===== config.mk =====
export PLATFORM = sky130hd
export DESIGN_NAME = cache_tag_store
export DESIGN_NICKNAME = d
export VERILOG_FILES = /design/src/common/cache_pkg.sv /design/src/common/ctrl_pkg.sv /design/src/cache/cache_tag_store.sv
export VERILOG_INCLUDE_DIRS = /design/src /design/src/common
export SDC_FILE = /design/constraint.sdc
export NUM_CORES = 2
export LEC_CHECK = 0
export BUFFER_PORTS_ARGS = -buffer_cell sky130_fd_sc_hd__buf_2
export CAP_MARGIN = 15
export CORE_UTILIZATION = 63
export CTS_CLUSTER_DIAMETER = 200
export DETAILED_ROUTE_END_ITERATION = 16
export PLACE_DENSITY = 0.8
export SYNTH_ARGS = -nofsm -noshare
export SYNTH_HDL_FRONTEND = slang
export SYNTH_SLANG_ARGS = --single-unit

===== constraint.sdc =====
create_clock -name clk -period 57.3 [get_ports clk]
set_input_delay 2.865 -clock clk [delete_from_list [all_inputs] [get_ports clk]]
set_output_delay 2.865 -clock clk [all_outputs]
set_load 0.05 [all_outputs]

===== src/common/cache_defines.svh =====
`ifndef CACHE_DEFINES_SVH
`define CACHE_DEFINES_SVH

`define CACHE_ADDR_W      32  // byte address
`define CACHE_DATA_W      32  // cpu word
`define CACHE_OFFSET_W    4   // 16-byte lines
`define CACHE_INDEX_W     6   // 64 lines
`define CACHE_TAG_W       (`CACHE_ADDR_W - `CACHE_INDEX_W - `CACHE_OFFSET_W)
`define CACHE_LINE_W      128

// derived from the above
`define CACHE_BYTE_OFF_W  2   // bytes within a word
`define CACHE_WSEL_W      (`CACHE_OFFSET_W - `CACHE_BYTE_OFF_W)
`define CACHE_WORDS       (`CACHE_LINE_W / `CACHE_DATA_W)
`define CACHE_LINES       (1 << `CACHE_INDEX_W)

`endif


===== src/common/cache_pkg.sv =====
`include "cache_defines.svh"

package cache_pkg;

  typedef struct packed {
    logic [`CACHE_TAG_W-1:0]      tag;
    logic [`CACHE_INDEX_W-1:0]    index;
    logic [`CACHE_WSEL_W-1:0]     word_sel;
    logic [`CACHE_BYTE_OFF_W-1:0] byte_off;
  } addr_fields_t;

  // flat word for the memory port, split fields for the stores
  typedef union packed {
    logic [`CACHE_ADDR_W-1:0] word;
    addr_fields_t             f;
  } cache_addr_u;

  typedef logic [`CACHE_WORDS-1:0][`CACHE_DATA_W-1:0] line_t; // word 0 at the low end

  typedef struct packed {
    logic                     rden;
    logic                     wren;
    cache_addr_u              addr;
    logic [`CACHE_DATA_W-1:0] wdata;
  } cpu_req_t;

  typedef struct packed {
    logic        rden;
    logic        wren;
    cache_addr_u addr;   // line aligned
    line_t       wdata;  // victim line on write-back
  } mem_req_t;

endpackage


===== src/common/ctrl_pkg.sv =====
package ctrl_pkg;

  typedef enum logic [2:0] {
    IDLE,
    COMPARE_TAG,
    WRITE_BACK,
    ALLOCATE,
    CACHE_ACCESS
  } ctrl_state_e;

  typedef struct packed {
    logic cache_rden;   // word read or victim read
    logic cache_wren;   // data store write
    logic cache_insel;  // 1 fill line from memory, 0 cpu word
    logic set_dirty;    // dirty value on entry update
    logic set_valid;    // entry update, qualified by cache_wren
    logic replace_tag;  // load request tag into the entry
    logic tag_sel;      // stored tag onto the memory address
  } cache_ctrl_t;

endpackage


===== src/cache/cache_tag_store.sv =====
`timescale 1ns/1ps
`include "cache_defines.svh"

module cache_tag_store (
  input  logic                   clk,
  input  logic                   rst,
  input  cache_pkg::cpu_req_t    cpu,
  input  logic                   stall,
  input  ctrl_pkg::cache_ctrl_t  ctrl,
  output cache_pkg::cpu_req_t    req,
  output logic                   hit,
  output logic                   dirty,
  output cache_pkg::cache_addr_u mem_addr
);

  logic [`CACHE_TAG_W-1:0]   tag_q [`CACHE_LINES];
  logic [`CACHE_LINES-1:0]   valid_q;
  logic [`CACHE_LINES-1:0]   dirty_q;
  logic [`CACHE_INDEX_W-1:0] idx;
  logic [`CACHE_TAG_W-1:0]   req_tag;

  assign idx     = req.addr.f.index;
  assign req_tag = req.addr.f.tag;

  always_ff @(posedge clk or posedge rst) begin
    if (rst) begin
      req <= '0;
    end else if (!stall) begin
      req <= cpu; // held through a miss
    end
  end

  always_ff @(posedge clk or posedge rst) begin
    if (rst) begin
      valid_q <= '0;
      dirty_q <= '0;
      for (int i = 0; i < `CACHE_LINES; i++) begin
        tag_q[i] <= '0;
      end
    end else begin
      if (ctrl.replace_tag) begin
        tag_q[idx] <= req_tag;
      end
      if (ctrl.cache_wren && ctrl.set_valid) begin // write hit or fill
        valid_q[idx] <= 1'b1;
        dirty_q[idx] <= ctrl.set_dirty;
      end
    end
  end

  assign hit   = valid_q[idx] && (tag_q[idx] == req_tag);
  assign dirty = dirty_q[idx];

  always_comb begin
    mem_addr            = req.addr;
    mem_addr.f.word_sel = '0; // line aligned
    mem_addr.f.byte_off = '0;
    if (ctrl.tag_sel) begin
      mem_addr.f.tag = tag_q[idx]; // victim line address
    end
  end

  // an invalid line turns valid only with its tag loaded
  assert property (@(posedge clk) disable iff (rst)
    ctrl.cache_wren && ctrl.set_valid && !valid_q[idx] |-> ctrl.replace_tag);

  // after a fill the held request must hit in CACHE_ACCESS
  assert property (@(posedge clk) disable iff (rst)
    ctrl.cache_wren && ctrl.cache_insel |=> hit);

endmodule


==> flow_summary.ini <==
[place]
dp_hpwl_mm = 135.7
dp_cells = 6528
io_buffer_count = 169
gp_congestion = 0.9992
post-place-ws_ps = 47460

[timing]
drv_slew = 0
grt_setup_unrepaired = false
slew_headroom_pct = 15.35
timing.final.crit_share_pct = 19.89
tns_ps = 0
tightest_slew_ps = 1261
finClkSkew_ps = 44.47
fin_crit_ps = 11400
final-hold-violation-count = 0
finalSetupViolations = 0
timing.final.ws_setup_ps = 45900
max_freq_ghz = 0.08774

[hold_path]
worstHoldStart = valid_q[30]
hold_path_class = flip-flop to flip-flop
holdPathEnd = valid_q[30]
hold_depth = 1

[clock_tree]
postCtsHoldBufs = 0
clock-sinks = 1602
cts_buffer_depth = 3
clk_pin_slew_ps = 60
cts_setup_buffers = 0
clk_root_buffer_cell = clkbuf_16
h-tree-depth = 4
post_cts_resized = 0
clkLatencyLatePin_ps = 780
cts_tree = built
cts_buffers = 162

[cells_and_area]
final_common_cell = dfrtp_1
nNetsFinal = 5257
n_fill_cell = 7473
layout-drive-gt1-share_pct = 46.41
final_cell_mix = dfrtp_1 (1578), mux2_2 (1546), buf_4 (186), nand2_1 (176), buf_2 (168)
ff_latch_area_um2 = 40130
stdcell_count = 6824
multi_input_area_um2 = 30370
area_growth_pct = 9.905

[critical_path]
r2r_slack_ps = 52240
critical_path_class = flip-flop to output pin
cp_max_fo = 32
r2r_end = tag_q[196]
r2r-start = mem_addr[4]
crit_required_ps = 54440
reg2regPathDepth = 9
end_kind = output pin
crit_arrival_ps = 8530
cp-start-kind = flip-flop

[route]
ant_nets = 0
drt_wl_total_mm = 226.6
dr_total_vias = 48590
avgRoutedWirePerCell_um = 33.21
dr.pass1.iters = 6
via_per_inst = 7.120
detail_route.iter0.violations = 6024
drc_errors = 0

[power_and_ir_drop]
irDropWorstVdd_v = 0.00003463
power.density_nw_per_um2 = 40.64
leakage_nw = 37.69

[die]
die_h_um = 341.8
dieWidth_um = 341.8
core_area_um2 = 114300
start_util_pct = 63.61
num_rows = 124
die-area_um2 = 116800
num_io_pins = 176

[global_routing]
grt_max_degree = 184
overflow = 0
grt_pass1_wl_mm = 332.8
grt_pass1_vias = 49050
grtUsageTotal_pct = 39.21
grt_antenna_before_repair = 12

[synthesis]
synth_top_cell_by_area = dfrtp_1
ys_warn_count = 0
synth_area_leaders = dfrtp_1 (55%), mux2_2 (24%), mux4_2 (5.0%), mux2i_1 (1.9%), a221oi_1 (1.7%)
syn_inst = 5192
netlist_area_um2 = 72730
yosysSeqAreaShare_pct = 55.12
synth_edf_count = 0
synth_top_area_share_pct = 55.12
postSynthAreaPerCell_um2 = 14.01
ys_types = 72
async_flop_share_pct = 100.0
synth-seq-cells = 1602
synth_ff_type = dfrtp_1

[job]
maxCapViolCount = 0

[run_status]
outcome = complete, no violations
-- per-stage QoR --
stage	hold WS (ps)	area [um^2]	util, %	power, W
global placement	436.7	74660	65.30	0.002147
finish	458.0	79940	69.91	0.003249
CTS	456.8	79890	69.87	0.003229
detailed placement	444.0	74660	65.30	0.002187
floorplan	422.4	72740	-	0.001990
global route	465.6	79930	69.91	0.003354
-- flip-flops by register name, summed over array words and instances (netlist names) --
| register | flops |
|---|---|
| tag_q | 1408 |
| dirty_q | 64 |
| valid_q | 64 |
| req | 60 |
| mem_addr | 6 |
-- layout make-up --
| cell class | instances | share of cell area (%) |
|---|---|---|
| sequential | 1602 | 50.20 |
| clock inverter | 43 | 0.5103 |
| tap | 1512 | 2.367 |
| multi-input combinational | 3054 | 37.99 |
| clock buffer | 243 | 6.034 |
| antenna | 9 | 0.02817 |
| inverter | 5 | 0.03443 |
| timing repair buffer | 356 | 2.842 |
-- layer usage --
metal	wire, um	part of all wire [%]	vias to the layer above	global-route usage (%)
met1	83440	37	25610	51.26
li1	-	-	19150	-
met3	28250	12	772	13.30
met4	15310	6.8	12	23.20
met5	589	0.26	-	2.655
met2	99000	44	3055	56.82
-- report_power, final --
| group | leakage, nW | switching, W | total, W | internal [W] |
|---|---|---|---|---|
| Combinational | 13.9 | 0.000360 | 0.000678 | 0.000318 |
| Sequential | 21.2 | 0.000139 | 0.00152 | 0.00138 |
| Clock | 2.58 | 0.000449 | 0.00105 | 0.000600 |
-- synthesized netlist by cell type (all sizes together) (72+ instances only) --
library cell and instances:
dfrtp 1602, a221oi 143, a21oi 72, mux2i 137, mux4 160, a22oi 125
clkbuf 273, buf 261, nand2 185, o21ai 106, nor2 122, mux2 1563
-- critical path: stages, from the launching register on --
cell	delay, ps
dfrtp_4	810
buf_4	600
buf_4	610
nor2b_4	150
buf_4	340
buf_4	330
a221o_1	390
a22oi_1	330
o22ai_1	240
nor4_2	720
xnor2_2	430
nor4_1	970
nand4_1	780
nor4_2	620
buf_2	340
-- worst max path at each step --
stage | start | to | slack, ps | cells past startpoint
final | mem_addr[4] | hit | 45900 | 14
after global placement | mem_addr[4] | hit | 47450 | 14
after CTS | mem_addr[4] | hit | 46600 | 14
after global routing | mem_addr[4] | hit | 46170 | 14
after floorplan | rst | dirty_q[0] | 9230 | 1
after detailed placement | mem_addr[4] | hit | 47460 | 14
-- cells by family after synthesis --
logic type / share of synthesized area (%)
XOR/XNOR: 0.2408
multiplexers: 31.05
flip-flops: 55.12
buffers and inverters: 3.453
AND/OR/NAND/NOR: 3.164
AO/OA/AOI/OAI: 6.967
other: 0.005156
Power figures use the tool's default switching activity.
