==> src/common/ctrl_pkg.sv <==
package ctrl_pkg;

  typedef enum logic [2:0] {
    IDLE,
    COMPARE_TAG,
    WRITE_BACK,
    ALLOCATE,
    CACHE_ACCESS
  } ctrl_state_e;

  typedef struct packed {
    logic cache_rden;   // word read or victim read
    logic cache_wren;   // data store write
    logic cache_insel;  // 1 fill line from memory, 0 cpu word
    logic set_dirty;    // dirty value on entry update
    logic set_valid;    // entry update, qualified by cache_wren
    logic replace_tag;  // load request tag into the entry
    logic tag_sel;      // stored tag onto the memory address
  } cache_ctrl_t;

endpackage

==> src/cache/cache_fsm.sv <==
`timescale 1ns/1ps

module cache_fsm (
  input  logic                  clk,
  input  logic                  rst,
  input  logic                  cpu_rden,
  input  logic                  cpu_wren,
  input  logic                  req_rden,
  input  logic                  req_wren,
  input  logic                  hit,
  input  logic                  dirty,
  input  logic                  mem_ready,
  output ctrl_pkg::cache_ctrl_t ctrl,
  output logic                  mem_rden,
  output logic                  mem_wren,
  output logic                  stall,
  output logic                  rvalid
);

  ctrl_pkg::ctrl_state_e state_q;
  ctrl_pkg::ctrl_state_e state_d;
  logic                  cpu_req; // live request, not yet registered

  assign cpu_req = cpu_rden || cpu_wren;

  always_ff @(posedge clk or posedge rst) begin
    if (rst) begin
      state_q <= ctrl_pkg::IDLE;
    end else begin
      state_q <= state_d;
    end
  end

  always_comb begin
    state_d  = state_q;
    ctrl     = '0;
    mem_rden = 1'b0;
    mem_wren = 1'b0;
    stall    = 1'b0;
    case (state_q)
      ctrl_pkg::IDLE: begin
        if (cpu_req) begin
          state_d = ctrl_pkg::COMPARE_TAG;
        end
      end
      ctrl_pkg::COMPARE_TAG: begin
        if (hit) begin
          ctrl.cache_rden  = req_rden;
          ctrl.cache_wren  = req_wren;
          ctrl.set_dirty   = 1'b1;
          ctrl.set_valid   = 1'b1;
          ctrl.replace_tag = req_wren;
          if (cpu_req) begin
            state_d = ctrl_pkg::COMPARE_TAG; // back-to-back access
          end else begin
            state_d = ctrl_pkg::IDLE;
          end
        end else if (dirty) begin
          ctrl.cache_rden = 1'b1; // victim line onto mem wdata
          ctrl.set_dirty  = req_wren;
          ctrl.set_valid  = 1'b1;
          ctrl.tag_sel    = 1'b1; // victim tag on the address
          mem_wren        = 1'b1;
          stall           = 1'b1;
          state_d         = ctrl_pkg::WRITE_BACK;
        end else begin
          ctrl.set_dirty = req_wren;
          ctrl.set_valid = 1'b1;
          mem_rden       = 1'b1; // clean miss fetches at once
          stall          = 1'b1;
          state_d        = ctrl_pkg::ALLOCATE;
        end
      end
      ctrl_pkg::WRITE_BACK: begin
        stall = 1'b1;
        if (mem_ready) begin
          ctrl.cache_insel = 1'b1;
          mem_rden         = 1'b1; // fetch follows write-back ack
          state_d          = ctrl_pkg::ALLOCATE;
        end else begin
          ctrl.cache_rden = 1'b1;
          ctrl.set_dirty  = req_wren;
          ctrl.set_valid  = 1'b1;
          ctrl.tag_sel    = 1'b1;
          mem_wren        = 1'b1;
        end
      end
      ctrl_pkg::ALLOCATE: begin
        stall = 1'b1;
        if (mem_ready) begin
          ctrl.cache_wren  = 1'b1; // mem_rdata valid this cycle
          ctrl.cache_insel = 1'b1;
          ctrl.set_dirty   = req_wren; // write miss leaves the line dirty
          ctrl.set_valid   = 1'b1;
          ctrl.replace_tag = 1'b1;
          state_d          = ctrl_pkg::CACHE_ACCESS;
        end else begin
          mem_rden = 1'b1;
        end
      end
      ctrl_pkg::CACHE_ACCESS: begin
        ctrl.cache_rden = req_rden;
        ctrl.cache_wren = req_wren; // same word again, already merged
        if (cpu_req) begin
          state_d = ctrl_pkg::COMPARE_TAG;
        end else begin
          state_d = ctrl_pkg::IDLE;
        end
      end
      default: begin
        stall   = 1'b1;
        state_d = ctrl_pkg::IDLE;
      end
    endcase
  end

  // read data goes out only once the cpu is released
  assign rvalid = req_rden && ctrl.cache_rden && !stall;

  assert property (@(posedge clk) disable iff (rst) !(mem_rden && mem_wren));

  // the cpu is released before the FSM goes idle
  assert property (@(posedge clk) disable iff (rst)
    state_q == ctrl_pkg::IDLE |-> !$past(stall));

endmodule

==> config.mk <==
export PLATFORM = sky130hd
export DESIGN_NAME = cache_fsm
export DESIGN_NICKNAME = d
export VERILOG_FILES = /design/src/common/ctrl_pkg.sv /design/src/cache/cache_fsm.sv
export SDC_FILE = /design/constraint.sdc
export NUM_CORES = 1
export LEC_CHECK = 0
export BUFFER_PORTS_ARGS = -buffer_cell sky130_fd_sc_hd__buf_2
export CORE_AREA = 2 2 39 41
export CTS_CLUSTER_DIAMETER = 30
export CTS_CLUSTER_SIZE = 28
export DETAILED_ROUTE_END_ITERATION = 10
export DIE_AREA = 0 0 41 43
export PLACE_DENSITY = 0.57
export SYNTH_ARGS = -nofsm -noshare
export SYNTH_HDL_FRONTEND = slang
export SYNTH_SLANG_ARGS = --single-unit
export TNS_END_PERCENT = 5
==> constraint.sdc <==
create_clock -name clk -period 1.1 [get_ports clk]
set_input_delay 0.11 -clock clk [delete_from_list [all_inputs] [get_ports clk]]
set_output_delay 0.11 -clock clk [all_outputs]
set_load 0.005 [all_outputs]
==> impl_metrics.ini <==
[setup_path]
critical_path.slowest_cell = dfrtp_2
crit_arrival_ps = 1330
required_ps = 990
startpoint_type = register
critPathKind = register to output port
cpPeakStageDelay_ps = 470
crit_chain = buf_4, and3_4, a31o_1, buf_2
endpoint_kind = output port
crit_path_max_fanout = 8

[routing]
drtIter0Drc = 5
drtPass1Iterations = 4
dr.max_layer_used = met4
detail_route.wirelength_um = 1120
via_count = 466
wl_per_cell_um = 11.67
postRouteAntennaNets = 0
met3_length_um = 54
wl_met1_um = 437
viasPerCell = 4.854
drc = 0
routed-wl-met2_um = 591

[layout]
top_register = state_q
drive_gt1_share_pct = 61.25
reg_top3 = state_q: 3 flops
nNetsFinal = 90
largest_reg_flops = 3
syn_to_final_growth_pct = 75.17
diodes = 0
layout.filler_cells = 152

[timing]
period_minus_slack_ps = 1443
worst_slack_ps = -343.4
fmax_ghz = 0.6928
skew_ps = 1.747
slew_violations = 0
hold_ws_ps = 216.4
setup_violations = 12
tightest_slew_ps = 219.0
hold_viol = 0
finalCritPeriodShare_pct = 131.2
slew_headroom_pct = 85.30
grt_setup_unrepaired = true

[global_routing]
grt_pass1_wl_um = 1821
grt_max_degree = 9
antenna_found_initial = 0
grt_pass1_vias = 435
grt_overflow = 0
track_usage_pct = 16.08

[run_status]
outcome = complete, but fails checks
violations = setup timing

[placed_design]
dpl.hpwl_um = 828.8
port_buffers = 19
gp_congestion = 0.7654

[power]
internal-power_uw = 944.5
p_clk_share_pct = 12.1
power.switching_uw = 687.7
vdd_ir_drop_max_mv = 0.9653
p_seq_share_pct = 15.5
combPwrFrac_pct = 72.5
swShare_pct = 42.13
powerDensity_nw_per_um2 = 2604
leakage_uw = 0.0003232
power_uw = 1632

[floorplanning]
die_w_um = 41
io_pins = 20
die_area_um2 = 1763
die_y_um = 43
initial_core_util_pct = 25.86
core_um2 = 1384
rows = 14

[yosys]
ys_seq_elements = 3
syn_area_um2 = 357.8
ys.flop_type = dfrtp_1
yosysMostFrequentCell = nor2_1
yosysWarningCount = 0
yosysTopAreaCell = dfrtp_1
synth_edf_count = 0
synth_area_per_cell_um2 = 7.779
synth_common_cells = nor2_1 (7), a22oi_1 (4), buf_6 (3), dfrtp_1 (3), inv_1 (3)
netlist_top_cells_area = dfrtp_1 (21%), buf_6 (9.4%), a22oi_1 (8.4%), nor2_1 (7.3%), xor2_1 (4.9%)
async_flop_share_pct = 100.0
synth_cells = 46
synth_top_area_share_pct = 20.98
synth_cell_types = 26
synth_nets = 55
yosysSeqAreaShare_pct = 20.98

[worst_hold_path]
hp-class = input port to register

[clock_tree]
clock_path_buffers = 2
tritoncts = built
worstSkewPairLatency_ps = 240
cts.clk_slew.worst_paths_ps = 40
cts_buffers = 3
root_buffer = clkbuf_4
clkSinkCount = 3
htree_levels = 1

[job]
cap_violations = 0
## cell families (layout without fill, tap and decap cells)
kind of cell	after synthesis	in the layout	synth area share, %
buffers and inverters	9	43	16.78
muxes	1	1	2.797
xor gates and xnor gates	2	2	4.896
and+or+nand+nor	17	17	26.23
DFF	3	3	20.98
AOI/OAI and AO/OA	14	14	28.33
## metrics by stage
step	setup TNS [ps]	cell area, µm²	instances	utilization [%]	setup slack [ps]
after detailed placement	-891.1	539.3	89	38.97	-130.2
after floorplan	0	375.4	46	-	10.97
after global placement	-816.5	539.3	89	38.97	-121.5
final	-2889	626.9	96	45.30	-343.4
after global routing	-3865	626.9	96	45.30	-402.0
after CTS	-3061	601.8	95	43.49	-334.4
## cells in the final DEF (no fill, tap or decap), drive strengths merged
| master | netlist | layout |
|---|---|---|
| a22o | 1 | 1 |
| mux2i | 1 | 1 |
| xor2 | 2 | 2 |
| nand3b | 1 | 1 |
| inv | 5 | 5 |
| clkbuf | 0 | 4 |
| or2 | 1 | 1 |
| o21ai | 1 | 1 |
| and2 | 1 | 1 |
| o22ai | 1 | 1 |
| a22oi | 4 | 4 |
| dlygate4sd3 | 0 | 1 |
| nand2 | 2 | 2 |
| a21oi | 2 | 2 |
| a31o | 1 | 1 |
| nor2 | 7 | 7 |
| nand2b | 2 | 2 |
| buf | 4 | 33 |
| a41oi | 1 | 1 |
| a311oi | 1 | 1 |
| dfrtp | 3 | 3 |
| o211ai | 1 | 1 |
| nor3 | 1 | 1 |
| o21bai | 1 | 1 |
| and3 | 2 | 2 |
## power groups by stage
stage | clock network [µW] | logic, µW | registers (µW)
floorplan | 0 | 688 | 203
global placement | 0 | 1060 | 240
detailed placement | 0 | 1070 | 244
CTS | 206 | 1140 | 244
global route | 216 | 1320 | 265
finish | 197 | 1180 | 252
## worst max-delay path, delay by kind of cell, from the launching register on
| kind | cells | cell delay (ps) |
|---|---|---|
| buf+inv | 2 | 290 |
| simple gates | 1 | 160 |
| flops | 1 | 470 |
| compound gates | 1 | 170 |
## final timing paths
kind | startpoint | end | slack (ps) | cells past startpoint
setup / recovery | state_q[0] | ctrl[5] | -340 | 4
hold / removal | mem_ready | state_q[1] | 220 | 3
setup reg to reg | state_q[2] | state_q[0] | -80 | 5
hold reg to reg | state_q[1] | state_q[1] | 660 | 2
max in group asynchronous | rst | state_q[0] | 670 | 3
min in group asynchronous | rst | state_q[2] | 280 | 3
## final cells by class
type                            instances  area [µm²]  share of cell area (%)
Clock buffer                            4       26.28                   4.192
Timing Repair Buffer                   34       210.2                   33.53
Sequential cell                         3       76.32                   12.18
Tap cell                               16       20.02                   3.194
Inverter                                5       18.77                   2.994
Multi-Input combinational cell         34       275.3                   43.91
## repair_timing
action                                  CTS  global route
buffers inserted                          1             1
pin swaps                                 3             4
hold buffers                              1             0
hold endpoints to repair                  3             0
resized for setup                         4             3
endpoints found under the setup margin   13            13
## metal layers
metal | GRT usage [%] | vias up
met3 | 1.571 | 4
met1 | 16.45 | 212
li1 | - | 229
met5 | 0 | -
met2 | 26.56 | 21
met4 | 14.00 | 0
Power figures use the tool's default switching activity.
